`src/cu_pkg.sv`:
```
/* shared widths, unit ids, FSM state enums and table stride constants
   for the graph compute unit control block */

package cu_pkg;

	typedef logic [31:0] addr_t;
	typedef logic [31:0] word_t;

	// tag carried by read commands and read data
	typedef enum logic {
		CU_ID_VERTEX_JOB = 1'b0,
		CU_ID_ALGORITHM  = 1'b1
	} cu_id_e;

	typedef enum logic [1:0] {
		VJ_IDLE     = 2'd0,
		VJ_RUN      = 2'd1,
		VJ_FINISHED = 2'd2
	} vertex_state_e;

	typedef enum logic [1:0] {
		ALGO_IDLE      = 2'd0,
		ALGO_READ      = 2'd1,
		ALGO_WAIT_DATA = 2'd2,
		ALGO_WRITE     = 2'd3
	} algo_state_e;

	// byte stride between entries of the degree and property tables
	localparam int WORD_BYTES = 4;

	// degree reads in flight, also the depth of the returned degree buffer
	localparam int VERTEX_READS_MAX = 4;
	localparam int VERTEX_PTR_W     = $clog2(VERTEX_READS_MAX);
	localparam int VERTEX_CNT_W     = $clog2(VERTEX_READS_MAX + 1);

	localparam int NUM_READ_REQUESTERS = 2;

endpackage
```
`src/cu_completion.sv`:
```
/* vertex and edge totals, sticky done detection and return values */

`timescale 1ns/100ps

module cu_completion (
	input  logic          clock,
	input  logic          rstn,
	input  cu_pkg::word_t num_vertices,
	input  cu_pkg::word_t num_edges,
	input  cu_pkg::word_t filtered_count,
	input  cu_pkg::word_t vertex_done_count,
	input  cu_pkg::word_t edge_done_count,
	output logic          cu_done,
	output cu_pkg::word_t cu_return_vertices,
	output cu_pkg::word_t cu_return_edges
);
	logic totals_match;

	// a zero vertex count means no descriptor has been taken yet
	assign totals_match = (num_vertices != '0)
		&& (cu_return_vertices == num_vertices)
		&& (cu_return_edges == num_edges);

	always_ff @(posedge clock or negedge rstn) begin
		if (!rstn) begin
			cu_return_vertices <= '0;
			cu_return_edges    <= '0;
			cu_done            <= 1'b0;
		end else begin
			cu_return_vertices <= vertex_done_count + filtered_count;
			cu_return_edges    <= edge_done_count;
			if (totals_match) begin
				cu_done <= 1'b1;
			end
		end
	end

	assert property (@(posedge clock) disable iff (!rstn) cu_done |=> cu_done)
		else $error("cu_done fell before reset");

endmodule

```
`config.mk`:
```
export PLATFORM = sky130hd
export DESIGN_NAME = cu_completion
export DESIGN_NICKNAME = d
export VERILOG_FILES = /design/src/cu_pkg.sv /design/src/cu_completion.sv
export SDC_FILE = /design/constraint.sdc
export NUM_CORES = 1
export LEC_CHECK = 0
export BUFFER_PORTS_ARGS = -buffer_cell sky130_fd_sc_hd__buf_4
export CAP_MARGIN = 20
export CORE_MARGIN = 2
export CORE_UTILIZATION = 39
export CTS_BUF_LIST = sky130_fd_sc_hd__clkbuf_4 sky130_fd_sc_hd__clkbuf_8 sky130_fd_sc_hd__clkbuf_16
export DETAILED_ROUTE_END_ITERATION = 10
export GPL_ROUTABILITY_DRIVEN = 0
export HOLD_SLACK_MARGIN = 0.06
export PLACE_DENSITY = 0.76
export SYNTH_ARGS = -nofsm -noshare
export SYNTH_HDL_FRONTEND = slang
export SYNTH_SLANG_ARGS = --single-unit
```
`constraint.sdc`:
```
create_clock -name clock -period 1.79 [get_ports clock]
set_input_delay 0.358 -clock clock [delete_from_list [all_inputs] [get_ports clock]]
set_output_delay 0.358 -clock clock [all_outputs]
set_load 0.1 [all_outputs]
```
# --- Word-level counts from Yosys, hierarchy flattened ---
# Cells that the tools add are included.
op_classes:
  reduce_logical: 3
  n_eq_ne: 2
  n_addsub: 1
ops:
  columns: ["op", "n"]
  rows:
  - ["$eq A32 B32 Y1", 2]
  - ["$add A32 B32 Y32", 1]
  - ["$reduce_bool A32 Y1", 1]
  - ["$logic_and A1 B1 Y1", 2]
word_totals:
  input_bits: 162
  elab_cells: 9
  output_inout_bits: 65
  reg_bits: 65

# --- Depth between registers and ports, before layout ---
logic_depth:
  depth_word: 3
  depth_mapped: 10
  mapped_depth_nobuf: 10

# --- Least setup slack after synthesis ---
# Ideal clock, no wire load.
synth_path:
  path_kind: "input to register"
  start: "input filtered_count[0]"
  end: "register cu_return_vertices[28]"
  setup_time_ps: 80
  arrival_time_ps: 2330
  n_path_buf: 0
  t_required_ps: 1710
  path_stages: 10
  path_slack_ps: -620
  path_cell_list: "ha_1 > fa_1 > a21oi_1 > nor2_1 > o311ai_1 > a41oi_2 > nor2_1 > o31ai_2 > a21boi_1 > xnor2_1"
synth_between:
  elab_chain_cells: 1
synth_lines:
  columns: ["element", "line", "source"]
  rows:
  - ["from (decl)", "cu_completion.sv:10", "input cu_pkg::word_t filtered_count,"]
  - ["$add A32 B32 Y32", "cu_completion.sv:30", "cu_return_vertices <= vertex_done_count + filtered_count;"]
  - ["to (signal assigned)", "cu_completion.sv:30", null]
  - ["to (decl)", "cu_completion.sv:14", "output cu_pkg::word_t cu_return_vertices,"]
# No other way between the ends.
# A chain may end at the register's enable or synchronous reset.

# --- Final worst setup path ---
layout_path:
  start: "input filtered_count[0]"
  end: "register cu_return_vertices[30]"
# Same word-level chain as after synthesis.

==> metrics.txt <==
# TYPE chip_impl_metric gauge
chip_impl_metric{name="htreeDepth",unit=""} 3
chip_impl_metric{name="yosys_warnings",unit=""} 0
chip_impl_metric{name="wl",unit="um"} 16000
chip_impl_info{name="cts_tree",value="done"} 1
chip_impl_metric{name="clk_latency",unit="ns"} 0.33
chip_impl_metric{name="slew_headroom",unit="%"} 66.4
chip_impl_metric{name="synth_edf_count",unit=""} 0
chip_impl_metric{name="peakVddDrop",unit="V"} 0.000393
chip_impl_metric{name="total_power",unit="mW"} 6.77
chip_impl_metric{name="pre_cts_ws",unit="ns"} -0.755
chip_impl_metric{name="crit_required",unit="ns"} 2.05
chip_impl_metric{name="syn_nets",unit=""} 593
chip_impl_metric{name="setup_viol",unit=""} 16
chip_impl_info{name="start_kind",value="input port"} 1
chip_impl_metric{name="fin_ws",unit="ns"} -0.370
chip_impl_metric{name="gr-total-overflow",unit=""} 0
chip_impl_metric{name="layout-drive-gt1-share",unit="%"} 56.6
chip_impl_metric{name="fmax",unit="GHz"} 0.463
chip_impl_metric{name="finalHoldViolCount",unit=""} 0
chip_impl_metric{name="tritoncts_buffer_count",unit=""} 9
chip_impl_info{name="layout.cells.most_common",value="sky130_fd_sc_hd__buf_4"} 1
chip_impl_metric{name="dp_hpwl",unit="um"} 12500
chip_impl_metric{name="syn-cell-area",unit="um^2"} 4120
chip_impl_metric{name="area_growth",unit="%"} 81.1
chip_impl_metric{name="drc_errors",unit=""} 0
chip_impl_info{name="setup.worst_path.end_class",value="flip-flop"} 1
chip_impl_info{name="run_status",value="finished with violations"} 1
chip_impl_metric{name="floorplan.die.height",unit="um"} 107
chip_impl_metric{name="fraction_of_the_cycle_the_final_worst_path_needs",unit="%"} 121
chip_impl_info{name="most_frequent_cells_in_the_layout",value="sky130_fd_sc_hd__buf_4, sky130_fd_sc_hd__xor2_1, sky130_fd_sc_hd__dfrtp_1"} 1
chip_impl_metric{name="seq_area_frac_synth",unit="%"} 39.5
chip_impl_metric{name="cp_max_fo",unit=""} 3
chip_impl_metric{name="grt_pass1_wl",unit="um"} 23400
chip_impl_metric{name="number_of_antenna_violations_at_the_first_check_in_global_routing",unit=""} 0
chip_impl_metric{name="detail_route.iter0.violations",unit=""} 232
chip_impl_metric{name="finish.instance_area",unit="um^2"} 7450
chip_impl_metric{name="num_antenna_cells",unit=""} 0
chip_impl_info{name="path_class",value="in2reg"} 1
chip_impl_metric{name="dieArea",unit="um^2"} 11400
chip_impl_metric{name="drt-wirelength-per-cell",unit="um"} 18.1
chip_impl_info{name="dominantRegCellSynth",value="sky130_fd_sc_hd__dfrtp_1"} 1
chip_impl_metric{name="final_period_minus_worst_setup_slack",unit="ns"} 2.16
chip_impl_info{name="hold_class",value="in2reg"} 1
chip_impl_metric{name="drt_pre_antenna_iters",unit=""} 4
chip_impl_metric{name="multiInputGateArea",unit="um^2"} 2790
chip_impl_metric{name="die_w",unit="um"} 107
chip_impl_metric{name="synthesis.area_per_instance",unit="um^2"} 10.3
chip_impl_metric{name="pwr_density_cell",unit="nW/um^2"} 909
chip_impl_metric{name="synth-seq-cells",unit=""} 65
chip_impl_metric{name="numPortBuffers",unit=""} 226
chip_impl_metric{name="grt_pass1_vias",unit=""} 4714
chip_impl_metric{name="actual_slew_at_the_worst_max_slew_pin",unit="ns"} 0.505
chip_impl_info{name="setup_repair_after_global_routing_missed_its_margin",value="true"} 1
chip_impl_metric{name="initial_utilization",unit="%"} 40.1
chip_impl_metric{name="placement_rows",unit=""} 37
chip_impl_metric{name="p_leak",unit="nW"} 3.62
chip_impl_metric{name="design.final.nets",unit=""} 934
chip_impl_metric{name="sequential_cell_area",unit="um^2"} 1640
chip_impl_metric{name="dpl_cell_area",unit="um^2"} 6720
chip_impl_metric{name="drtAntennaViolNets",unit=""} 0
chip_impl_metric{name="slew_violations",unit=""} 0
chip_impl_metric{name="worstPathArrival",unit="ns"} 2.42
chip_impl_info{name="clock-root-buffer",value="sky130_fd_sc_hd__clkbuf_8"} 1
chip_impl_metric{name="cts.reportedPaths.clkPinSlew",unit="ns"} 0.07
chip_impl_metric{name="grt_max_degree",unit=""} 40
chip_impl_metric{name="globalRouteTotalUtil",unit="%"} 26.8
chip_impl_metric{name="core-area",unit="um^2"} 10300
chip_impl_metric{name="max-cap-violations",unit=""} 0
chip_impl_metric{name="maximum_number_of_buffers_from_clock_root_to_sink",unit=""} 2
chip_impl_metric{name="vias_per_cell",unit=""} 5.07
chip_impl_metric{name="top_level_ports",unit=""} 227
chip_impl_metric{name="fin_skew",unit="ns"} 0.00784
chip_impl_metric{name="fillers",unit=""} 743
chip_impl_metric{name="dr_total_vias",unit=""} 4466
chip_impl_metric{name="synth_cells",unit=""} 399
chip_impl_metric{name="cts_num_sinks",unit=""} 65
chip_impl_info{name="violations_in_the_final_reports",value="setup timing"} 1
chip_impl_metric{name="synthArstFlopShare",unit="%"} 100
chip_impl_metric{name="netlist-cell-type-count",unit=""} 56
==> Yosys cell counts, drive strengths merged, types with 3 or more instances <==
master / number / area share [%]
dfrtp: 65 / 40
xor2: 59 / 13
a21oi: 36 / 4.6
xnor2: 34 / 7.2
ha: 31 / 9.4
nand2: 27 / 2.6
nor4: 22 / 3.5
nor2: 19 / 1.7
a21o: 14 / 2.6
o21ai: 13 / 1.7
nand4: 12 / 1.8
inv: 10 / 0.91
o31ai: 4 / 0.85
a211oi: 3 / 0.55
a31oi: 3 / 0.46
and2: 3 / 0.49
and4: 3 / 0.70
clkbuf: 3 / 0.30
nand3: 3 / 0.36
o211ai: 3 / 0.55
o21bai: 3 / 0.55
o41ai: 3 / 1.5
==> worst paths after layout <==
kind                                         from  slack [ns]                endpoint  depth (start not counted)
min in group asynchronous                    rstn        0.55     cu_return_edges[10]                          2
setup / recovery                filtered_count[0]       -0.37  cu_return_vertices[30]                         11
max in group asynchronous                    rstn        0.66  cu_return_vertices[13]                          3
setup reg to reg           cu_return_vertices[23]        0.13                 cu_done                          6
hold / removal                edge_done_count[30]        0.13     cu_return_edges[30]                          1
hold reg to reg                           cu_done        0.50                 cu_done                          1
==> logic make-up after synthesis <==
kind of cell             Yosys count  share of synthesized area (%)
buffers and inverters             15                           1.61
AO/OA/AOI/OAI                     95                           16.4
adder cells (fa/ha/maj)           32                           9.91
flip-flops                        65                           39.5
AND/OR/NAND/NOR                   99                           12.8
XOR/XNOR                          93                           19.8
==> state kept, by name (all words and copies together), names as in the netlist <==
register            cells
cu_done                 1
cu_return_edges        32
cu_return_vertices     32
==> critical path: stages <==
cell and delay (ns):
sky130_fd_sc_hd__buf_6 0.10, sky130_fd_sc_hd__ha_4 0.15, sky130_fd_sc_hd__fa_2 0.38, sky130_fd_sc_hd__a21oi_4 0.19, sky130_fd_sc_hd__nor2_4 0.07, sky130_fd_sc_hd__o311ai_4 0.30
sky130_fd_sc_hd__a41oi_2 0.23, sky130_fd_sc_hd__a31oi_2 0.26, sky130_fd_sc_hd__o31ai_2 0.10, sky130_fd_sc_hd__a21oi_1 0.17, sky130_fd_sc_hd__xnor2_1 0.13
==> power by group <==
group	total (mW)	leakage, nW	switching, mW	internal, mW
combinational	3.58	2.75	2.36	1.22
sequential	1.86	0.749	0.195	1.67
clock	1.33	0.114	0.542	0.788
==> per-layer routing <==
metal / up-vias / track usage [%] / part of all wire [%]
li1: 2132 / - / -
met3: 44 / 5.53 / 6.1
met5: - / 0 / 0
met2: 174 / 49.5 / 53
met4: 0 / 13.2 / 3.9
met1: 2116 / 28.8 / 37
==> per-stage QoR <==
step | hold slack, ns | util, % | instances | TNS, ns
global placement | 0.358 | 65.4 | 838 | -9.90
finish | 0.126 | 72.5 | 881 | -3.65
CTS | 0.103 | 71.2 | 878 | -2.44
global route | 0.106 | 72.5 | 881 | -4.29
floorplan | 0.0624 | - | 399 | -3.72
detailed placement | 0.363 | 65.4 | 838 | -10.64
==> what timing repair did <==
action,in CTS,in global routing
pin swaps,23,27
buffers inserted,25,4
hold buffers,1,0
resized for setup,37,21
endpoints found under the hold margin,36,0
setup endpoints to repair,16,19
cloned,0,0
==> cell type report <==
class,count,area share [%]
multi-input combinational,319,37.5
timing repair buffer,335,34.8
sequential,65,22.0
clock buffer,14,2.42
tap,136,2.28
inverter,10,0.537
clock inverter,2,0.470
No activity file was read; power rests on OpenSTA's default activity.
