## src/cu_pkg.sv

```systemverilog
/* shared widths, unit ids, FSM state enums and table stride constants
   for the graph compute unit control block */

package cu_pkg;

	typedef logic [31:0] addr_t;
	typedef logic [31:0] word_t;

	// tag carried by read commands and read data
	typedef enum logic {
		CU_ID_VERTEX_JOB = 1'b0,
		CU_ID_ALGORITHM  = 1'b1
	} cu_id_e;

	typedef enum logic [1:0] {
		VJ_IDLE     = 2'd0,
		VJ_RUN      = 2'd1,
		VJ_FINISHED = 2'd2
	} vertex_state_e;

	typedef enum logic [1:0] {
		ALGO_IDLE      = 2'd0,
		ALGO_READ      = 2'd1,
		ALGO_WAIT_DATA = 2'd2,
		ALGO_WRITE     = 2'd3
	} algo_state_e;

	// byte stride between entries of the degree and property tables
	localparam int WORD_BYTES = 4;

	// degree reads in flight, also the depth of the returned degree buffer
	localparam int VERTEX_READS_MAX = 4;
	localparam int VERTEX_PTR_W     = $clog2(VERTEX_READS_MAX);
	localparam int VERTEX_CNT_W     = $clog2(VERTEX_READS_MAX + 1);

	localparam int NUM_READ_REQUESTERS = 2;

endpackage
```

## src/cu_if.sv

```systemverilog
/* read command request/grant interface and vertex job valid/ready interface */

`timescale 1ns/100ps

// one read command source towards the arbiter
interface read_cmd_if;
	import cu_pkg::*;

	logic   valid;
	addr_t  addr;
	cu_id_e cu_id;
	logic   grant;

	modport requester (
		output valid,
		output addr,
		output cu_id,
		input  grant
	);

	modport arbiter (
		input  valid,
		input  addr,
		input  cu_id,
		output grant
	);
endinterface

// vertex job, moves when valid and ready are both high
interface vertex_if;
	import cu_pkg::*;

	logic  valid;
	word_t id;
	word_t degree;
	logic  ready;

	modport producer (
		output valid,
		output id,
		output degree,
		input  ready
	);

	modport consumer (
		input  valid,
		input  id,
		input  degree,
		output ready
	);
endinterface

```

## src/graph_algorithm_control.sv

```systemverilog
/* per-job property read, degree update and write-back, with
   processed vertex and edge counters */

`timescale 1ns/100ps

module graph_algorithm_control (
	input  logic          clock,
	input  logic          rstn,
	input  cu_pkg::addr_t property_base,
	input  logic          algo_data_valid,
	input  cu_pkg::word_t data_word,
	input  logic          write_buffer_full,
	vertex_if.consumer    vertex_job,
	read_cmd_if.requester rd_cmd,
	output logic          write_cmd_valid,
	output cu_pkg::addr_t write_cmd_addr,
	output cu_pkg::word_t write_data,
	output cu_pkg::word_t vertex_done_count,
	output cu_pkg::word_t edge_done_count
);
	import cu_pkg::*;

	algo_state_e state;
	logic        cmd_valid;
	logic        job_take;
	addr_t       prop_addr;
	word_t       job_degree;

	assign vertex_job.ready = (state == ALGO_IDLE);
	assign job_take         = vertex_job.valid && vertex_job.ready;

	assign rd_cmd.valid = cmd_valid;
	assign rd_cmd.addr  = prop_addr;
	assign rd_cmd.cu_id = CU_ID_ALGORITHM;

	// write-back goes to the address that was read
	assign write_cmd_addr = prop_addr;

	////////////////////////////////////////
	// one job at a time
	////////////////////////////////////////

	always_ff @(posedge clock or negedge rstn) begin
		if (!rstn) begin
			state             <= ALGO_IDLE;
			cmd_valid         <= 1'b0;
			write_cmd_valid   <= 1'b0;
			vertex_done_count <= '0;
			edge_done_count   <= '0;
		end else begin
			write_cmd_valid <= 1'b0;
			case (state)
				ALGO_IDLE: begin
					if (job_take) begin
						cmd_valid <= 1'b1;
						state     <= ALGO_READ;
					end
				end
				ALGO_READ: begin
					if (rd_cmd.grant) begin
						cmd_valid <= 1'b0;
						state     <= ALGO_WAIT_DATA;
					end
				end
				ALGO_WAIT_DATA: begin
					if (algo_data_valid) begin
						state <= ALGO_WRITE;
					end
				end
				ALGO_WRITE: begin
					// hold here while the write buffer is full
					if (!write_buffer_full) begin
						write_cmd_valid   <= 1'b1;
						vertex_done_count <= vertex_done_count + 1'b1;
						edge_done_count   <= edge_done_count + job_degree;
						state             <= ALGO_IDLE;
					end
				end
				default: begin
					state <= ALGO_IDLE;
				end
			endcase
		end
	end

	always_ff @(posedge clock) begin
		if (job_take) begin
			prop_addr  <= property_base + addr_t'(vertex_job.id) * addr_t'(WORD_BYTES);
			job_degree <= vertex_job.degree;
		end
		if (state == ALGO_WAIT_DATA && algo_data_valid) begin
			write_data <= data_word + job_degree;
		end
	end

endmodule

```

## src/flat_wrapper.sv

```systemverilog
// flat-port wrapper written by rule: the top's interface ports become plain ports
module graph_algorithm_control_flat import cu_pkg::*;
  (clock, rstn, property_base, algo_data_valid, data_word, write_buffer_full, write_cmd_valid, write_cmd_addr, write_data, vertex_done_count, edge_done_count, vertex_job_valid, vertex_job_id, vertex_job_degree, vertex_job_ready, rd_cmd_valid, rd_cmd_addr, rd_cmd_cu_id, rd_cmd_grant);
  vertex_if vertex_job_i ();
  read_cmd_if rd_cmd_i ();
  input  logic clock;
  input  logic rstn;
  input  cu_pkg::addr_t property_base;
  input  logic algo_data_valid;
  input  cu_pkg::word_t data_word;
  input  logic write_buffer_full;
  output logic write_cmd_valid;
  output cu_pkg::addr_t write_cmd_addr;
  output cu_pkg::word_t write_data;
  output cu_pkg::word_t vertex_done_count;
  output cu_pkg::word_t edge_done_count;
  input wire logic [$bits(vertex_job_i.valid)-1:0] vertex_job_valid;
  input wire logic [$bits(vertex_job_i.id)-1:0] vertex_job_id;
  input wire logic [$bits(vertex_job_i.degree)-1:0] vertex_job_degree;
  output wire logic [$bits(vertex_job_i.ready)-1:0] vertex_job_ready;
  output wire logic [$bits(rd_cmd_i.valid)-1:0] rd_cmd_valid;
  output wire logic [$bits(rd_cmd_i.addr)-1:0] rd_cmd_addr;
  output wire logic [$bits(rd_cmd_i.cu_id)-1:0] rd_cmd_cu_id;
  input wire logic [$bits(rd_cmd_i.grant)-1:0] rd_cmd_grant;
  assign vertex_job_i.valid = vertex_job_valid;
  assign vertex_job_i.id = vertex_job_id;
  assign vertex_job_i.degree = vertex_job_degree;
  assign vertex_job_ready = vertex_job_i.ready;
  assign rd_cmd_valid = rd_cmd_i.valid;
  assign rd_cmd_addr = rd_cmd_i.addr;
  assign rd_cmd_cu_id = rd_cmd_i.cu_id;
  assign rd_cmd_i.grant = rd_cmd_grant;
  graph_algorithm_control u_core (.clock(clock), .rstn(rstn), .property_base(property_base), .algo_data_valid(algo_data_valid), .data_word(data_word), .write_buffer_full(write_buffer_full), .vertex_job(vertex_job_i), .rd_cmd(rd_cmd_i), .write_cmd_valid(write_cmd_valid), .write_cmd_addr(write_cmd_addr), .write_data(write_data), .vertex_done_count(vertex_done_count), .edge_done_count(edge_done_count));
endmodule
```

## config.mk

```make
export PLATFORM = sky130hd
export DESIGN_NAME = graph_algorithm_control_flat
export DESIGN_NICKNAME = d
export VERILOG_FILES = /design/src/cu_pkg.sv /design/src/cu_if.sv /design/src/graph_algorithm_control.sv /design/src/flat_wrapper.sv
export SDC_FILE = /design/constraint.sdc
export NUM_CORES = 1
export LEC_CHECK = 0
export CORE_MARGIN = 1
export CORE_UTILIZATION = 35
export CTS_CLUSTER_SIZE = 40
export DETAILED_ROUTE_END_ITERATION = 10
export DONT_BUFFER_PORTS = 1
export REMOVE_ABC_BUFFERS = 1
export SLEW_MARGIN = 5
export SYNTH_ARGS = -nofsm -noshare
export SYNTH_HDL_FRONTEND = slang
export SYNTH_SLANG_ARGS = --single-unit
export TNS_END_PERCENT = 100
```

## constraint.sdc

```tcl
create_clock -name clock -period 7.2 [get_ports clock]
set_input_delay 1.08 -clock clock [delete_from_list [all_inputs] [get_ports clock]]
set_output_delay 1.08 -clock clock [all_outputs]
set_load 0.01 [all_outputs]
```

### Yosys cells after proc, flatten, opt, wreduce, memory -nomap -nowiden

Cells that the tools add are included.

* add/sub/neg operators: 4
* $mul: 0
* divide/modulo/power cells: 0
* magnitude comparators: 0
* equality and inequality tests: 7
* shift-type cells: 0
* multiplexer cells: 10
* bitwise operators: 1
* reduce and logical (&&, ||, !) cells: 7

Operators by type and width (count)
* 32-bit adder: 3
* 32-bit by 1-bit adder with 32-bit output (second input constant): 1
* 2-bit 2-to-1 mux: 4
* 2-bit != test (second input constant): 4
* 2-bit one-hot mux with 4 select lines: 1
* 2-bit == test (second input constant): 2
* 1-bit 2-to-1 mux: 4
* 4-bit AND reduction: 1
* 3-bit AND reduction: 1
* 2-bit by 1-bit == test with 1-bit output (second input constant): 1
* 1-bit logical AND: 2
* 2-bit zero test: 1
* 1-bit one-hot mux with 2 select lines: 1
* 2-bit AND reduction: 1
* 2-bit nonzero test: 1
* 1-bit NOT: 1

* register bits: 164
* bits in latches: 0
* memory bits (writable): 0
* ROM bits: 0
* bits of input ports: 134
* output and inout port bits: 164
* memories kept: 0

### Longest topological paths before layout

Gate-level depths: netlist of run 1.

* depth after elaboration: 4
* mapped depth: 10
* depth with buffers taken out: 10

### Least setup slack after synthesis of run 1

Ideal clock, no wire load.

* path type: input to register
* start point: input port vertex_job_id[0]
* end point: register u_core.prop_addr[26], in the netlist u_core.rd_cmd.addr[26], data pin
* arrival time: 3.004 ns
* setup slack: 3.930 ns
* cell stages on the path: 10
* buffers on the path: 0
* cells stage by stage: ha_1 > inv_1 > fa_1 > nor2b_4 > o31a_1 > a211o_1 > o2111a_2 > o211a_1 > a311oi_1 > a211oi_1

* cells in the longest elaborated chain, start to end: 1

Ends and longest elaborated chain
* start: declaration: RTL line flat_wrapper.sv:18 `input wire logic [$bits(vertex_job_i.id)-1:0] vertex_job_id;`
* 32-bit adder: RTL line graph_algorithm_control.sv:88 `prop_addr <= property_base + addr_t'(vertex_job.id) * addr_t'(WORD_BYTES);`
* end signal: assignment: RTL line graph_algorithm_control.sv:88
* end: declaration: RTL line graph_algorithm_control.sv:26 `addr_t prop_addr;`

Every way passes these cells.
A chain may end at the register's enable or synchronous reset.

### Worst setup path after layout of run 1

* start point: input port data_word[0]
* end point: register u_core.write_data[28], data pin

* cells in the longest elaborated chain, start to end: 1

Ends and longest elaborated chain
* start: declaration: RTL line flat_wrapper.sv:10 `input cu_pkg::word_t data_word;`
* 32-bit adder: RTL line graph_algorithm_control.sv:92 `write_data <= data_word + job_degree;`
* end signal: assignment: RTL line graph_algorithm_control.sv:92
* end: declaration: RTL line graph_algorithm_control.sv:17 `output cu_pkg::word_t write_data,`

Every way passes these cells.

==> out/results.ini, run 1 <==
[cts]
insertion_delay_ns = 0.45
clkSlewWorstSetupHoldPaths_ns = 0.06
clockRootBuffer = clkbuf_16
cts_made_buffers = 17
ctsResizeCount = 0
cts_setup_buffers = 0
cts_sinks = 164
ctsHoldBuffers = 0
cts_tree = built
cts_buffer_depth = 2
htree_num_levels = 4

[final_layout]
final-seq-area_sq_um = 4580
synthToLayoutAreaGrowth_pct = 7.17
layout-drive-gt1-share = 0.0579
multiInputGateArea_sq_um = 6010
layout_commonest_cell = nand2_1
finalInstanceArea_sq_um = 11900
fillers = 3086
fin_nets = 1308
final_cell_mix = nand2_1 (115), ha_1 (96), edfxtp_1 (96), a21oi_1 (83)

[global_route]
grt_pass1_vias = 8178
grt_pass1_wl_microns = 45100
antenna_found_initial = 2
grt.total_usage = 0.179
grt.met1_usage = 0.196
use_met3 = 0.0651
overflow = 0
grt_max_degree = 69
met2_usage = 0.316
grt-busiest-layer = met2

[power]
p_leak_uw = 0.00493
powerDensity_nw_per_um2 = 361
peakVddDrop_mv = 0.214

[critical_path]
crit_path_max_fanout = 3
r2r-start = u_core.edge_done_count[0]
end_kind = flip-flop
path_cells = ha_1, fa_1, a21o_1, a21boi_1, o31ai_1, o221ai_1, o211ai_1, a211oi_1, xnor2_1
cpPeakStageDelay_ns = 0.42
cp.required_ns = 7.38
cp_slowest_cell = fa_1
cp.arrival_ns = 3.40
critPathLaunch = data_word[0]
startpoint_type = primary input
crit_type = in -> reg

[run_status]
status = finished clean

[min_path]
hold_path.class = in -> async

[drt]
vias = 8336
drt_iter0_drc = 432
wl_per_cell_microns = 19.7
first_pass_iters = 5
drc = 0
wirelength_microns = 29300
viasPerCell = 5.61
ant_nets = 0

[yosys]
synth_edf_count = 96
yosysUniqueCellTypes = 85
synth.avg_cell_area_sq_um = 9.93
ys.flop_type = edfxtp_1
ys_seq_area_frac = 0.412
synth-seq-cells = 164
synthesis.area_sq_um = 11100
ys_warn_count = 0
synthCells = 1120
async_flop_share = 0.415

[die]
core_area_sq_um = 30900
dieHeight_microns = 180
start_util = 0.360
fp-row-count = 64
io_pins = 298
die-area_sq_um = 32500
die_x_microns = 180

[sta]
clock-skew-final_ns = 0.0151
rsz0062_at_grt = false
fin_crit_sh = 0.446
tightestPinTransition_ns = 0.882
hold_viol_final = 0
fmax_mhz = 311
slew_headroom = 0.412
fin_setup_tns_ns = 0
setup_viol = 0
fin_crit_ns = 3.21
hold_slack_ns = 0.324
finalMaxSlewViolations = 0

[run]
maxCapViolations = 0

[placement]
portBuffers = 0
gp_congestion = 0.890
placed_area_sq_um = 11300
place_hpwl_microns = 22500

==> routing by layer <==
metal	vias to the layer above	wire (microns)
met5	-	0
met4	0	742
met3	38	2210
met2	321	14400
met1	3946	11900
li1	4031	-
==> synthesized netlist by cell type, types with 34 or more instances <==
library cell,instances,area [sq um]
xnor2_1,68,596
nor2_1,59,221
nand3_1,35,175
ha_1,96,1200
edfxtp_1,96,2880
dfrtp_1,68,1700
a21o_1,48,360
xor2_1,35,307
o21ai_0,57,285
nand2_1,115,432
a21oi_1,83,415
inv_1,34,128
==> registers in the layout, indices dropped and copies added, names as in the netlist <==
signal,flops
u_core.job_degree,32
u_core.write_data,32
u_core.rd_cmd.addr,32
u_core.vertex_done_count,32
u_core.edge_done_count,32
u_core.rd_cmd.valid,1
u_core.write_cmd_valid,1
u_core.state,2
==> through the flow <==
step	setup WS [ns]	std cells	power, uW	utilization
detailed placement	3.51	1452	3260	0.364
global placement	3.50	1452	3230	0.364
CTS	3.98	1484	4330	0.386
global route	3.86	1486	4590	0.386
floorplan	3.78	1051	2820	-
finish	3.99	1486	4300	0.386
==> where the power goes <==
group	switching [uW]	total (uW)	internal, uW
clock network	397	1050	651
logic	1010	1670	666
registers	312	1580	1270
==> area by class of cell <==
cell class,instances,share of cell area
repair buffers,5,0.00315
diodes,2,0.000420
clock inverters,13,0.0194
well taps,396,0.0415
inverters,34,0.0107
clock buffers,19,0.0363
multi-input cells,853,0.504
flip-flops and latches,164,0.384
==> final timing paths <==
| kind | to | slack, ns | cells after the start |
|---|---|---|---|
| min in group clock | u_core.vertex_done_count[31] | 0.54 | 1 |
| worst min-delay path | u_core.vertex_done_count[6] | 0.32 | 0 |
| worst max-delay path | u_core.write_data[28] | 3.99 | 9 |
| worst min register to register | u_core.vertex_done_count[31] | 0.54 | 1 |
| max in group asynchronous | u_core.vertex_done_count[22] | 6.65 | 0 |
| worst max register to register | u_core.edge_done_count[28] | 4.14 | 9 |
==> critical path: cells and delay by family <==
family	cells	cell delay [ns]
xor+xnor	1	0.09
compound gates	6	1.59
fa+ha+maj	2	0.64
==> logic make-up (layout without fill, tap and decap cells) <==
group / after synthesis / after routing / share of synthesized area
DFF: 164 / 164 / 0.412
and+or+nand+nor: 311 / 311 / 0.135
xor gates and xnor gates: 103 / 103 / 0.0811
muxes: 2 / 2 / 0.00225
other: 1 / 3 / 0.000337
adders and majority gates: 99 / 99 / 0.113
buffers and inverters: 103 / 71 / 0.0481
AOI/OAI and AO/OA: 337 / 337 / 0.208
(Power assumes the default switching activity.)
==> inputs of run 2 (changes only) <==
==> constraint.sdc (replaced) <==
create_clock -name clock -period 2.9 [get_ports clock]
set_input_delay 0.435 -clock clock [delete_from_list [all_inputs] [get_ports clock]]
set_output_delay 0.435 -clock clock [all_outputs]
set_load 0.01 [all_outputs]
==> run 2 against run 1 <==
Hold slack lost 0.24 ns. Routed wire length grew 1.3%. Cell count grew 1.9%. Sequential share of layout area shrank 0.49 points. Final area grew 1.3%. Critical path depth grew 1. Die area is the same. Setup slack lost 3.9 ns. Combinational power grew to 2.6 times the previous value. Total power grew 140%. Critical path type is now reg -> reg. Largest power group unchanged.
==> out/results.ini, run 2 (synthesis gave the netlist of run 1 again) <==
[sta]
tightestPinTransition_ns = 0.598  ; was 0.882 ns
hold_slack_ns = 0.0817  ; was 0.324 ns
fmax_mhz = 361
slew_headroom = 0.601  ; was 0.412
clock-skew-final_ns = 0.0128  ; was 0.0151 ns
finalMaxSlewViolations = 0  ; unchanged
fin_crit_ns = 2.77
hold_viol_final = 0  ; unchanged
fin_crit_sh = 0.954
setup_viol = 0  ; unchanged
fin_setup_tns_ns = 0  ; unchanged

[cts]
clkSlewWorstSetupHoldPaths_ns = 0.07  ; was 0.06 ns
htree_num_levels = 4  ; unchanged
cts_setup_buffers = 0  ; unchanged
cts_tree = built  ; unchanged
cts_sinks = 164  ; unchanged
cts_made_buffers = 17  ; unchanged
cts_buffer_depth = 2  ; unchanged
clockRootBuffer = clkbuf_16  ; unchanged
insertion_delay_ns = 0.44  ; was 0.45 ns

[placement]
place_hpwl_microns = 23200  ; was 22500 microns
portBuffers = 0  ; unchanged
gp_congestion = 0.937  ; was 0.890

[final_layout]
final_cell_mix = nand2_1 (115), edfxtp_1 (96), ha_1 (95), a21oi_1 (82)  ; was nand2_1 (115), ha_1 (96), edfxtp_1 (96), a21oi_1 (83)
fin_nets = 1337  ; was 1308
layout_commonest_cell = nand2_1  ; unchanged
synthToLayoutAreaGrowth_pct = 8.55  ; was 7.17%
postLayoutCoreUtil = 0.391  ; was 0.386
fillers = 3058  ; was 3086
layout-drive-gt1-share = 0.0877  ; was 0.0579

[die]
die_x_microns = 180  ; unchanged
core_area_sq_um = 30900  ; unchanged
dieHeight_microns = 180  ; unchanged
fp-row-count = 64  ; unchanged
start_util = 0.360  ; unchanged
die-area_sq_um = 32500  ; unchanged
io_pins = 298  ; unchanged

[run_status]
status = finished clean  ; unchanged

[global_route]
grt_pass1_vias = 8378  ; was 8178
grt_pass1_wl_microns = 46300  ; was 45100 microns
antenna_found_initial = 1  ; was 2
grt.total_usage = 0.183  ; was 0.179
overflow = 0  ; unchanged
grt_max_degree = 69  ; unchanged

[critical_path]
crit_family = compound AO/OA/AOI/OAI gates  ; unchanged
path_cells = ha_1, fa_1, a21o_1, a21boi_2, o31ai_1, o221ai_1, buf_4, o211ai_1, a211oi_2, xnor2_1  ; was ha_1, fa_1, a21o_1, a21boi_1, o31ai_1, o221ai_1, o211ai_1, a211oi_1, xnor2_1
cpPeakStageDelay_ns = 0.42  ; about the same
cp_slowest_cell = fa_1  ; unchanged
crit_path_max_fanout = 3  ; unchanged
cp.arrival_ns = 2.95  ; was 3.40 ns
cp.required_ns = 3.08  ; was 7.38 ns
startpoint_type = flip-flop  ; was primary input
end_kind = flip-flop  ; unchanged
crit_type = reg -> reg  ; was in -> reg
crit_buf_inv = 1  ; was 0

[run]
maxCapViolations = 0  ; unchanged

[drt]
vias = 8383  ; was 8336
drt_iter0_drc = 397  ; was 432
viasPerCell = 5.54  ; was 5.61
wirelength_microns = 29700  ; was 29300 microns
wl_per_cell_microns = 19.6  ; was 19.7 microns
drc = 0  ; unchanged
ant_nets = 0  ; unchanged
first_pass_iters = 5  ; unchanged

[min_path]
hold_path.class = in -> reg  ; was in -> async

[power]
peakVddDrop_mv = 0.402  ; was 0.214 mV
powerDensity_nw_per_um2 = 862  ; was 361 nW/um^2
p_leak_uw = 0.00504  ; was 0.00493 uW

==> run 2: worst paths after layout <==
kind / from / endpoint / slack, ns / cells past startpoint
min: vertex_job_degree[30] / u_core.job_degree[30] / 0.08 / 0
min in group asynchronous: rstn / u_core.vertex_done_count[5] / 0.56 / 2
max reg2reg: u_core.job_degree[0] / u_core.write_data[28] / 0.13 / 10
min reg2reg: u_core.vertex_done_count[31] / u_core.vertex_done_count[31] / 0.54 / 1
max in group asynchronous: rstn / u_core.edge_done_count[25] / 2.04 / 2
max: u_core.job_degree[0] / u_core.write_data[28] / 0.13 / 10
==> run 2: power by group <==
part	switching (uW)	total, uW	internal [uW]
sequential	748	3890	3150
clock	1020	2200	1180
combinational	2540	4320	1790
total	4300	10400	6120
==> run 2: per-layer routing <==
| metal | vias to the layer above | share of wire | track usage | routed length [microns] |
|---|---|---|---|---|
| met5 | - | 0 | 0 | 0 |
| met4 | 0 | 0.021 | 0.0660 | 625 |
| met3 | 39 | 0.086 | 0.0592 | 2560 |
| met2 | 326 | 0.49 | 0.320 | 14500 |
| met1 | 3921 | 0.40 | 0.207 | 12000 |
| li1 | 4097 | - | - | - |
==> run 2: through the flow <==
step                cell area (sq um)  power (uW)  setup slack (ns)  cells
finish                          12100       10400             0.133   1514
global route                    12100       11200           -0.0130   1514
CTS                             12100       10500            0.0279   1513
detailed placement              11500        8230            0.0269   1479
global placement                11500        8190            0.0641   1479
floorplan                       10700        7010            0.0703   1051
==> run 2: final cells by class <==
type,instances,area (sq um),share of cell area
Multi-Input combinational cell,853,6030,0.499
Sequential cell,164,4580,0.380
Tap cell,396,495,0.0410
Clock buffer,20,467,0.0386
Timing Repair Buffer,34,278,0.0230
Inverter,34,128,0.0106
Clock inverter,12,95.1,0.00787
Antenna cell,1,2.50,0.000207
==> run 2: repair_timing <==
item | in CTS | in global routing
endpoints found under the setup margin | 0 | 6
hold endpoints to repair | 68 | 0
hold buffers | 2 | 0
gates resized for setup | 0 | 5
