`src/cu_pkg.sv`:
```
/* shared widths, unit ids, FSM state enums and table stride constants
   for the graph compute unit control block */

package cu_pkg;

	typedef logic [31:0] addr_t;
	typedef logic [31:0] word_t;

	// tag carried by read commands and read data
	typedef enum logic {
		CU_ID_VERTEX_JOB = 1'b0,
		CU_ID_ALGORITHM  = 1'b1
	} cu_id_e;

	typedef enum logic [1:0] {
		VJ_IDLE     = 2'd0,
		VJ_RUN      = 2'd1,
		VJ_FINISHED = 2'd2
	} vertex_state_e;

	typedef enum logic [1:0] {
		ALGO_IDLE      = 2'd0,
		ALGO_READ      = 2'd1,
		ALGO_WAIT_DATA = 2'd2,
		ALGO_WRITE     = 2'd3
	} algo_state_e;

	// byte stride between entries of the degree and property tables
	localparam int WORD_BYTES = 4;

	// degree reads in flight, also the depth of the returned degree buffer
	localparam int VERTEX_READS_MAX = 4;
	localparam int VERTEX_PTR_W     = $clog2(VERTEX_READS_MAX);
	localparam int VERTEX_CNT_W     = $clog2(VERTEX_READS_MAX + 1);

	localparam int NUM_READ_REQUESTERS = 2;

endpackage
```
`src/cu_if.sv`:
```
/* read command request/grant interface and vertex job valid/ready interface */


// vertex job, moves when valid and ready are both high
interface vertex_if;
	import cu_pkg::*;

	logic  valid;
	word_t id;
	word_t degree;
	logic  ready;

	modport producer (
		output valid,
		output id,
		output degree,
		input  ready
	);

	modport consumer (
		input  valid,
		input  id,
		input  degree,
		output ready
	);
endinterface

```
`src/vertex_job_filter.sv`:
```
/* zero-degree vertex job filter with a count of dropped jobs */

`timescale 1ns/100ps

module vertex_job_filter (
	input  logic          clock,
	input  logic          rstn,
	vertex_if.consumer    vertex_in,
	vertex_if.producer    vertex_out,
	output cu_pkg::word_t filtered_count
);
	import cu_pkg::*;

	logic zero_degree;

	assign zero_degree = (vertex_in.degree == '0);

	// zero-degree jobs are always taken and never forwarded
	assign vertex_out.valid  = vertex_in.valid && !zero_degree;
	assign vertex_out.id     = vertex_in.id;
	assign vertex_out.degree = vertex_in.degree;
	assign vertex_in.ready   = zero_degree || vertex_out.ready;

	always_ff @(posedge clock or negedge rstn) begin
		if (!rstn) begin
			filtered_count <= '0;
		end else if (vertex_in.valid && zero_degree) begin
			filtered_count <= filtered_count + 1'b1;
		end
	end

	assert property (@(posedge clock) disable iff (!rstn)
		(vertex_out.valid && vertex_out.ready) |-> (vertex_out.degree != '0))
		else $error("zero-degree job reached the algorithm stage");

endmodule

```
`src/flat_wrapper.sv`:
```
// flat-port wrapper written by rule: the top's interface ports become plain ports
module vertex_job_filter_flat import cu_pkg::*;
  (clock, rstn, filtered_count, vertex_in_valid, vertex_in_id, vertex_in_degree, vertex_in_ready, vertex_out_valid, vertex_out_id, vertex_out_degree, vertex_out_ready);
  vertex_if vertex_in_i ();
  vertex_if vertex_out_i ();
  input  logic clock;
  input  logic rstn;
  output cu_pkg::word_t filtered_count;
  input wire logic [$bits(vertex_in_i.valid)-1:0] vertex_in_valid;
  input wire logic [$bits(vertex_in_i.id)-1:0] vertex_in_id;
  input wire logic [$bits(vertex_in_i.degree)-1:0] vertex_in_degree;
  output wire logic [$bits(vertex_in_i.ready)-1:0] vertex_in_ready;
  output wire logic [$bits(vertex_out_i.valid)-1:0] vertex_out_valid;
  output wire logic [$bits(vertex_out_i.id)-1:0] vertex_out_id;
  output wire logic [$bits(vertex_out_i.degree)-1:0] vertex_out_degree;
  input wire logic [$bits(vertex_out_i.ready)-1:0] vertex_out_ready;
  assign vertex_in_i.valid = vertex_in_valid;
  assign vertex_in_i.id = vertex_in_id;
  assign vertex_in_i.degree = vertex_in_degree;
  assign vertex_in_ready = vertex_in_i.ready;
  assign vertex_out_valid = vertex_out_i.valid;
  assign vertex_out_id = vertex_out_i.id;
  assign vertex_out_degree = vertex_out_i.degree;
  assign vertex_out_i.ready = vertex_out_ready;
  vertex_job_filter u_core (.clock(clock), .rstn(rstn), .vertex_in(vertex_in_i), .vertex_out(vertex_out_i), .filtered_count(filtered_count));
endmodule
```
`config.mk`:
```
export PLATFORM = sky130hd
export DESIGN_NAME = vertex_job_filter_flat
export DESIGN_NICKNAME = d
export VERILOG_FILES = /design/src/cu_pkg.sv /design/src/cu_if.sv /design/src/vertex_job_filter.sv /design/src/flat_wrapper.sv
export SDC_FILE = /design/constraint.sdc
export NUM_CORES = 1
export LEC_CHECK = 0
export BUFFER_PORTS_ARGS = -buffer_cell sky130_fd_sc_hd__buf_4
export CAP_MARGIN = 20
export CORE_MARGIN = 2
export CORE_UTILIZATION = 36
export DETAILED_ROUTE_END_ITERATION = 8
export PLACE_DENSITY = 0.86
export SLEW_MARGIN = 10
export SYNTH_ARGS = -nofsm -noshare
export SYNTH_HDL_FRONTEND = slang
export SYNTH_SLANG_ARGS = --single-unit
export TNS_END_PERCENT = 1
```
`constraint.sdc`:
```
create_clock -name clock -period 1.5 [get_ports clock]
set_input_delay 0.375 -clock clock [delete_from_list [all_inputs] [get_ports clock]]
set_output_delay 0.375 -clock clock [all_outputs]
set_load 0.03 [all_outputs]
```
Word-level counts from Yosys, hierarchy flattened
Cells that the tools add are included.

word-level totals
  register bits = 32
  output and inout port bits = 98
  logic and storage cells = 7

cells by class
  add/subtract/negate cells = 1
  reduce and logical (&&, ||, !) cells = 5

operators by type and width
  kind                                           number
  adder 32 x 1 -> 32 bit, second input constant  1
  logical NOT 32 bit                             1
  logical AND 1 bit                              2
  logical NOT 1 bit                              1
  logical OR 1 bit                               1

Depth between registers and ports, before layout
Gate-level depths: netlist (run 1).

  depth in word-level cells = 3
  depth in mapped cells = 7
  gate-level depth less buffers = 6

Least setup slack after synthesis (run 1)
No wires, ideal clock.

  path type = reg2reg
  from = register u_core.filtered_count[0]
  to = register u_core.filtered_count[26]
  library setup time = 0.134 ns
  data arrival time = 1.670 ns
  setup slack = -0.304 ns
  stages on the path, launching flop included = 7
  buffers on the path = 0
  period minus slack after synthesis = 1.804 ns
  path through = dfrtp_1 -> ha_1 -> and3_1 -> nand4_1 -> nor4b_4 -> nand3_1 -> xnor2_1

between the ends
  word-level cells in the longest chain between the ends = 1

ends and longest elaborated chain
  item                    RTL line                 source
  start, declared         vertex_job_filter.sv:10  output cu_pkg::word_t filtered_count
  start signal, assigned  vertex_job_filter.sv:28  filtered_count <= filtered_count + 1'b1;
  adder 32 x 1 -> 32 bit  vertex_job_filter.sv:28

No other way between the ends.
A chain may end at the register's enable or synchronous reset.

Worst setup path after layout (run 1)
  from = input vertex_in_degree[24]
  to = output vertex_in_ready

between the ends
  word-level cells in the longest chain between the ends = 2

ends and longest elaborated chain
  item                RTL line                 source
  start, declared     flat_wrapper.sv:11       input wire logic [$bits(vertex_in_i.degree)-1:0] vertex_in_degree;
  logical NOT 32 bit  vertex_job_filter.sv:16  assign zero_degree = (vertex_in.degree == '0);
  logical OR 1 bit    vertex_job_filter.sv:22  assign vertex_in.ready = zero_degree || vertex_out.ready;
  end, declared       flat_wrapper.sv:12       output wire logic [$bits(vertex_in_i.ready)-1:0] vertex_in_ready;

No other way between the ends.

==> results of run 1 <==
==> logic make-up after synthesis <==
logic type | count (synthesis) | share of synthesized area (%)
fa+ha+maj | 1 | 0.593
buf+inv | 70 | 24.4
simple gates | 69 | 23.6
xor+xnor | 31 | 12.9
flops | 32 | 38.0
mux | 1 | 0.534
==> layout make-up <==
class	instances	share of cell area [%]
Timing Repair Buffer	153	39.1
Multi-Input combinational cell	102	28.9
Tap cell	72	2.87
Clock buffer	7	3.07
Inverter	1	0.120
Sequential cell	32	25.9
==> routing by layer <==
metal  wire, microns  vias up  global-route usage, %
met3             296        7                   3.93
li1                -      820                      -
met4              42        0                   4.24
met5               0        -                      0
met2            2780       47                   29.8
met1            2190      824                   21.0
==> worst max-delay path: stages <==
cell and delay [ns]:
buf_4 0.12, nor4_4 0.25, nand4_2 0.18, nor2_4 0.17
or2_4 0.13, buf_6 0.12
==> report_power, final <==
| group | internal [mW] | switching [mW] | total (mW) |
|---|---|---|---|
| logic | 0.162 | 0.194 | 0.357 |
| registers | 0.863 | 0.000000000652 | 0.863 |
| clock network | 0.408 | 0.300 | 0.708 |
| total | 1.43 | 0.494 | 1.93 |
==> what timing repair did <==
action / 4_1_cts / 5_1_grt
hold buffers: 0 / 0
setup endpoints to repair: 33 / 33
pin swaps: 10 / 13
gates resized for setup: 16 / 13
buffers inserted: 0 / 3
==> synth_stat cells (all sizes together) <==
library cell	n	area, sq um
and2	6	37.5
and3	8	50.1
and4	9	78.8
buf	68	507
clkbuf	1	3.75
dfrtp	32	801
ha	1	12.5
inv	1	3.75
mux2	1	11.3
nand2	9	33.8
nand3	9	45.0
nand4	14	100
nor2	2	7.51
nor3	2	21.3
nor4	8	93.8
nor4b	1	23.8
or2	1	6.26
xnor2	28	245
xor2	3	26.3
==> path summary, 6_finish.rpt <==
path	startpoint	end	slack, ns	depth (start not counted)
setup / recovery	vertex_in_degree[24]	vertex_in_ready	-0.23	6
hold / removal	rstn	u_core.filtered_count[11]	0.03	1
setup reg to reg	u_core.filtered_count[0]	u_core.filtered_count[26]	-0.17	6
hold reg to reg	u_core.filtered_count[29]	u_core.filtered_count[29]	0.49	1
max in group asynchronous	rstn	u_core.filtered_count[5]	1.14	1
min in group clock	u_core.filtered_count[29]	u_core.filtered_count[29]	0.49	1
==> metrics by stage <==
stage,hold slack (ns),instances
after detailed placement,0.341,357
after global routing,0.0593,367
after CTS,0.0367,364
after floorplan,0.0794,204
final,0.0315,367
after global placement,0.331,357
==> impl_metrics.json, run 1 <==
{
  "clk_latency_ns": 0.28,
  "routed_via_density": 4.63,
  "avgRoutedWirePerCell_microns": 14.5,
  "place_hpwl_mm": 4.16,
  "placed_cell_area_sq_um": 2870,
  "hp-class": "in2async",
  "period_share_pct": 116,
  "synth_cell_types": 24,
  "fin_setup_tns_ns": -3.23,
  "die_height_microns": 80.5,
  "ir_drop_mv": 0.392,
  "power.total_mw": 1.93,
  "finalHoldViolations": 0,
  "cts_htree_levels": 2,
  "layout_common_cells": "buf_4 (136), xnor2_1 (28), dfrtp_1 (23)",
  "regMostFlops": "u_core.filtered_count",
  "cap_violations": 0,
  "grt_max_degree": 33,
  "wl_mm": 5.31,
  "die_w_microns": 80.5,
  "clock.fmax_ghz": 0.577,
  "finalWeightedCongestion": 0.806,
  "first_pass_iters": 5,
  "yosys_warnings": 0,
  "end_kind": "output port",
  "layout-drive-gt1-share_pct": 63.7,
  "syn_area_sq_um": 2110,
  "drt_iter0_drc": 33,
  "final_common_cell": "buf_4",
  "syn_inst": 204,
  "grt-ovfl-total": 0,
  "core_sq_um": 5570,
  "status": "finished with violations",
  "stdcell_area_sq_um": 3130,
  "vias": 1698,
  "clkTransAtPathRegs_ns": 0.07,
  "drt_drc_violations_left": 0,
  "multiInputGateArea_sq_um": 907,
  "relSlewSlack_pct": 72.0,
  "antenna_cells": 0,
  "grt_pass1_wl_mm": 8.54,
  "ios": 166,
  "post-place-ws_ns": -0.488,
  "cts_tree": "done",
  "slew_viol_final": 0,
  "largest_reg_flops": 32,
  "start_util_pct": 37.8,
  "cts_root_buf": "clkbuf_8",
  "syn_nets": 273,
  "numPortBuffers": 101,
  "drtAntennaViolNets": 0,
  "reg_top3": "u_core.filtered_count (32)",
  "ctsLongestPathBuffers": 2,
  "die_area_sq_um": 6480,
  "skew_ns": 0.00506,
  "fin_ws_ns": -0.234,
  "grt_pass1_vias": 1749,
  "p_per_area_nw_per_um2": 615,
  "synth_seq_area_share_pct": 38.0,
  "violations": "setup timing",
  "antenna_found_initial": 0,
  "finalNetCount": 364,
  "post-route-min-period_ns": 1.73,
  "cts.sinks": 32,
  "worstSetupPathType": "in2out",
  "critPathMaxFanout": 3,
  "setup.worst_path.start_class": "input port",
  "seqCellArea_sq_um": 812,
  "rsz0062_at_grt": "true",
  "syn_avg_cell_area_sq_um": 10.3,
  "synthToLayoutAreaGrowth_pct": 48.7,
  "cts_buffers": 5,
  "cp.required_ns": 1.12,
  "worst_pin_slew_ns": 0.420,
  "fill_cells": 509,
  "rows": 27,
  "ys_ff_latch": 32,
  "setup_viol_count_final": 33,
  "p_leak_nw": 1.58,
  "post-route-util_pct": 56.2,
  "cp_data_arrival_time_ns": 1.36,
  "track_usage_pct": 17.0
}
Note: power is estimated with default switching activity, not from simulation.
==> inputs of run 2 (changes only) <==
--- a/config.mk
+++ b/config.mk
@@ -7,7 +7,7 @@
 export LEC_CHECK = 0
 export BUFFER_PORTS_ARGS = -buffer_cell sky130_fd_sc_hd__buf_4
 export CAP_MARGIN = 20
-export CORE_MARGIN = 2
+export CORE_MARGIN = 5
 export CORE_UTILIZATION = 36
 export DETAILED_ROUTE_END_ITERATION = 8
 export PLACE_DENSITY = 0.86
==> run 2 against run 1 <==
Against the previous run: the flow still finishes with violations (setup timing); non-clock buffer count is 2 lower; critical endpoint unchanged; wire length is 11% higher; worst setup slack better by 0.027 ns; hold slack worse by 0.0054 ns.
==> impl_metrics.json, run 2 (synthesis gave the netlist of run 1 again) <==
{
  "post-route-min-period_ns": 1.71,
  "synthToLayoutAreaGrowth_pct": 47.0,
  "ctsLongestPathBuffers": 2,
  "die_w_microns": 86.5,
  "drt_drc_violations_left": 0,
  "vias": 1711,
  "cts_buffers": 5,
  "violations": "setup timing",
  "relSlewSlack_pct": 73.0,
  "timing.rr.start": "u_core.filtered_count[0]",
  "swShare_pct": 26.9,
  "die_height_microns": 86.5,
  "dpl.cell_count": 354,
  "cts.sinks": 32,
  "worst_pin_slew_ns": 0.406,
  "r2r-end": "u_core.filtered_count[24]",
  "p_per_area_nw_per_um2": 612,
  "comb_power_share_pct": 18.7,
  "cp_data_arrival_time_ns": 1.33,
  "grt_pass1_wl_mm": 9.45,
  "final-instance-count-excl-fill": 366,
  "clock.fmax_ghz": 0.586,
  "cap_violations": 0,
  "first_pass_iters": 4,
  "track_usage_pct": 16.1,
  "rsz0062_at_grt": "true",
  "cts_htree_levels": 2,
  "cts_tree": "done",
  "grt_pass1_vias": 1846,
  "drtAntennaViolNets": 0,
  "p_clk_share_pct": 35.8,
  "period_share_pct": 114,
  "status": "finished with violations",
  "end_kind": "output port",
  "cts_root_buf": "clkbuf_8",
  "grt_max_degree": 33,
  "reg2regPathDepth": 6,
  "fin_ws_ns": -0.207,
  "rows": 27,
  "setup.worst_path.start_class": "input port",
  "regMostFlops": "u_core.filtered_count",
  "avgRoutedWirePerCell_microns": 16.1,
  "skew_ns": 0.00406,
  "p_seq_share_pct": 45.5,
  "place_hpwl_mm": 4.68,
  "ir_drop_mv": 0.324,
  "core_sq_um": 5610,
  "numPortBuffers": 101,
  "grt-ovfl-total": 0,
  "layout-drive-gt1-share_pct": 63.9,
  "power.total_mw": 1.90,
  "start_util_pct": 37.6,
  "p_leak_nw": 1.58,
  "reg_top3": "u_core.filtered_count (32)",
  "drt_iter0_drc": 49,
  "layout_common_cells": "buf_4 (138), xnor2_1 (28), dfrtp_1 (23)",
  "critPathMaxFanout": 3,
  "slew_viol_final": 0,
  "clk_latency_ns": 0.28,
  "setup_viol_count_final": 32,
  "holdWs_ns": 0.0261,
  "worstPathCellList": "buf_4 > nor4_4 > nand4_2 > nor2_4 > or2_4 > buf_6",
  "clkTransAtPathRegs_ns": 0.06,
  "power_switching_mw": 0.510,
  "antenna_found_initial": 0,
  "finalWeightedCongestion": 0.883,
  "wl_mm": 5.90,
  "post-place-ws_ns": -0.503,
  "cpPeakStageDelay_ns": 0.25,
  "finalNetCount": 362,
  "worst_path_max_delay_cell": "nor4_4",
  "antenna_cells": 0,
  "worstSetupPathType": "in2out",
  "routed_via_density": 4.67,
  "cp.required_ns": 1.12,
  "largest_reg_flops": 32,
  "final_common_cell": "buf_4",
  "die_area_sq_um": 7490,
  "ctsHoldBuffers": 0,
  "p_int_mw": 1.39,
  "ios": 166,
  "reg2reg_slack_ns": -0.11,
  "hp-class": "in2async",
  "finalHoldViolations": 0
}
run 2: final cells by class:
class / count / area, sq um
fill: 505 / 2510
timing repair buffer: 151 / 1190
multi-input combinational: 102 / 906
sequential: 32 / 812
tap: 72 / 90.1
clock buffer: 6 / 82.6
clock inverter: 2 / 10.0
inverter: 1 / 3.75
run 2: worst max path at each step:
stage	start	slack, ns	endpoint	depth (start not counted)
6_report	vertex_in_degree[24]	-0.21	vertex_in_ready	6
5_1_grt	vertex_in_degree[23]	-0.28	vertex_in_ready	6
4_1_cts	vertex_in_degree[14]	-0.22	vertex_in_ready	6
3_5_place_dp	vertex_in_degree[9]	-0.50	vertex_in_ready	6
3_3_place_gp	vertex_in_degree[9]	-0.44	vertex_in_ready	6
2_1_floorplan	vertex_in_degree[25]	-0.21	u_core.filtered_count[22]	6
run 2: stage by stage:
step	setup TNS, ns	util (%)	instance area, sq um
floorplan	-4.45	-	2160
CTS	-2.28	54.7	3070
global placement	-11.77	50.8	2850
global route	-5.70	55.3	3100
finish	-2.69	55.3	3100
detailed placement	-13.03	50.8	2850
run 2: power groups by stage:
| stage | clock network (mW) | logic [mW] | registers [mW] |
|---|---|---|---|
| finish | 0.679 | 0.355 | 0.863 |
| global route | 0.744 | 0.372 | 0.862 |
| CTS | 0.702 | 0.353 | 0.862 |
| detailed placement | 0 | 0.328 | 0.879 |
| global placement | 0 | 0.324 | 0.879 |
| floorplan | 0 | 0.338 | 0.879 |
run 2: worst max-delay path: cells and delay by family:
family	cells	cell delay, ns
and+or+nand+nor	4	0.70
buffers and inverters	2	0.25
run 2: per-layer routing:
layer | share of wire (%) | GRT usage (%) | up-vias
li1 | - | - | 815
met1 | 39 | 18.9 | 831
met2 | 53 | 28.2 | 59
met3 | 6.6 | 4.94 | 6
met4 | 0.71 | 4.25 | 0
met5 | 0 | 0 | -
run 2: what timing repair did:
item | CTS | global route
pin swaps | 12 | 6
setup buffers | 3 | 1
setup endpoints to repair | 34 | 33
resized for setup | 22 | 5
==> inputs of run 3 (changes only) <==
--- a/config.mk
+++ b/config.mk
@@ -8,9 +8,10 @@
 export BUFFER_PORTS_ARGS = -buffer_cell sky130_fd_sc_hd__buf_4
 export CAP_MARGIN = 20
 export CORE_MARGIN = 5
-export CORE_UTILIZATION = 36
+export CORE_UTILIZATION = 37
+export CTS_BUF_LIST = sky130_fd_sc_hd__clkbuf_4 sky130_fd_sc_hd__clkbuf_8
 export DETAILED_ROUTE_END_ITERATION = 8
-export PLACE_DENSITY = 0.86
+export PLACE_DENSITY = 0.88
 export SLEW_MARGIN = 10
 export SYNTH_ARGS = -nofsm -noshare
 export SYNTH_HDL_FRONTEND = slang
==> run 3 against run 2 <==
Against the previous run: the flow still finishes with violations (setup timing); total power fell by 1.2%; clock-buffer cell count rose by 1; global-route usage fell by 0.82 points; utilization rose by 1.2 points; flip-flop and latch count did not move; final cell count rose by 0.27%; sequential power barely moved; first-iteration DRC count fell by 20%; die area fell by 2.4%; wire length fell by 6.3%; register-to-register slack barely moved; critical endpoint unchanged; largest power group unchanged.
==> impl_metrics.json, run 3 (synthesis gave the netlist of run 1 again) <==
{
  "setup_viol_count_final": 33,
  "worst_pin_slew_ns": 0.411,
  "post-route-min-period_ns": 1.77,
  "cts_root_buf": "clkbuf_8",
  "track_usage_pct": 15.2,
  "layout-drive-gt1-share_pct": 63.4,
  "relSlewSlack_pct": 72.6,
  "vias": 1696,
  "die_area_sq_um": 7310,
  "ir_drop_mv": 0.395,
  "layout_common_cells": "buf_4 (136), xnor2_1 (28), dfrtp_1 (23)",
  "place_hpwl_mm": 4.46,
  "reg_top3": "u_core.filtered_count (32)",
  "end_kind": "output port",
  "reg2regPathDepth": 6,
  "final_common_cell": "buf_4",
  "reg2reg_slack_ns": -0.12,
  "slew_viol_final": 0,
  "drtAntennaViolNets": 0,
  "cts_tree": "done",
  "grt_pass1_wl_mm": 8.88,
  "timing.rr.start": "u_core.filtered_count[0]",
  "grt_pass1_vias": 1811,
  "cts.sinks": 32,
  "clock.fmax_ghz": 0.564,
  "post-route-util_pct": 56.4,
  "largest_reg_flops": 32,
  "ctsHoldBuffers": 0,
  "finalWeightedCongestion": 0.834,
  "synthToLayoutAreaGrowth_pct": 47.4,
  "fin_ws_ns": -0.275,
  "period_share_pct": 118,
  "first_pass_iters": 4,
  "setup.worst_path.start_class": "input port",
  "die_w_microns": 85.5,
  "critPathMaxFanout": 3,
  "rsz0062_at_grt": "true",
  "ctsLongestPathBuffers": 2,
  "die_height_microns": 85.5,
  "numPortBuffers": 101,
  "violations": "setup timing",
  "fill_cells": 504,
  "p_leak_nw": 1.58,
  "endpoint": "vertex_in_ready",
  "seqCellArea_sq_um": 812,
  "cts_buffers": 5,
  "cap_violations": 0,
  "antenna_cells": 0,
  "routed_via_density": 4.62,
  "grt_max_degree": 33,
  "antenna_found_initial": 0,
  "worstSetupPathType": "in2out",
  "ios": 166,
  "regMostFlops": "u_core.filtered_count",
  "grt-ovfl-total": 0,
  "crit_path_start": "vertex_in_degree[24]",
  "avgRoutedWirePerCell_microns": 15.1,
  "p_per_area_nw_per_um2": 603,
  "skew_ns": 0.00498,
  "wl_mm": 5.53,
  "drt_iter0_drc": 39,
  "dpl.cell_count": 357,
  "cp_data_arrival_time_ns": 1.40,
  "r2r-end": "u_core.filtered_count[26]",
  "status": "finished with violations",
  "power.total_mw": 1.87,
  "rows": 27,
  "drt_drc_violations_left": 0,
  "start_util_pct": 38.3,
  "clkTransAtPathRegs_ns": 0.06,
  "clk_latency_ns": 0.28,
  "cts_htree_levels": 2,
  "hp-class": "in2async",
  "finalNetCount": 363,
  "core_sq_um": 5510,
  "multiInputGateArea_sq_um": 896,
  "final-instance-count-excl-fill": 367,
  "cp.required_ns": 1.12,
  "finalHoldViolations": 0
}
==> run 3: critical path, stage by stage <==
cell	delay (ns)
buf_4	0.12
nor4_4	0.26
nand4_2	0.15
nor2_2	0.15
buf_6	0.12
or2_4	0.10
buf_6	0.12
==> run 3: worst min path at each step <==
stage	startpoint	end	slack [ns]	depth (start not counted)
2_1_floorplan	rstn	u_core.filtered_count[0]	0.08	0
3_3_place_gp	rstn	u_core.filtered_count[25]	0.33	1
3_5_place_dp	rstn	u_core.filtered_count[25]	0.34	1
4_1_cts	rstn	u_core.filtered_count[13]	0.03	1
5_1_grt	rstn	u_core.filtered_count[13]	0.05	1
6_report	rstn	u_core.filtered_count[25]	0.03	1
==> run 3: metrics by stage <==
step	instance area, sq um	TNS, ns	hold slack (ns)	setup slack [ns]
2_1_floorplan	2160	-4.45	0.0794	-0.210
3_3_place_gp	2870	-12.75	0.328	-0.461
3_5_place_dp	2870	-12.94	0.342	-0.479
4_1_cts	3060	-4.94	0.0343	-0.290
5_1_grt	3110	-7.36	0.0455	-0.322
6_report	3110	-5.15	0.0270	-0.275
==> run 3: final cells by class <==
cell class,instances,area share [%]
clock inverter,1,0.161
multi-input combinational,102,28.8
inverter,1,0.121
sequential,32,26.1
tap,72,2.90
timing repair buffer,152,39.2
clock buffer,7,2.70
==> run 3: report_power, final <==
| part | switching, mW | leakage (nW) | internal, mW |
|---|---|---|---|
| sequential | 0.000000000375 | 0.432 | 0.863 |
| combinational | 0.196 | 1.10 | 0.163 |
| clock | 0.290 | 0.0491 | 0.361 |
| total | 0.486 | 1.58 | 1.39 |
==> run 3: per-layer routing <==
metal | vias to the layer above | global-route usage (%) | routed length [microns]
met1 | 821 | 19.2 | 2250
li1 | 815 | - | -
met4 | 0 | 4.46 | 57
met3 | 9 | 3.69 | 325
met5 | - | 0 | 0
met2 | 51 | 25.7 | 2900
==> run 3: repair_timing <==
| action | 4_1_cts | 5_1_grt |
|---|---|---|
| buffers inserted | 2 | 0 |
| pin swaps | 21 | 13 |
| resized for setup | 15 | 12 |
| endpoints found under the setup margin | 33 | 33 |
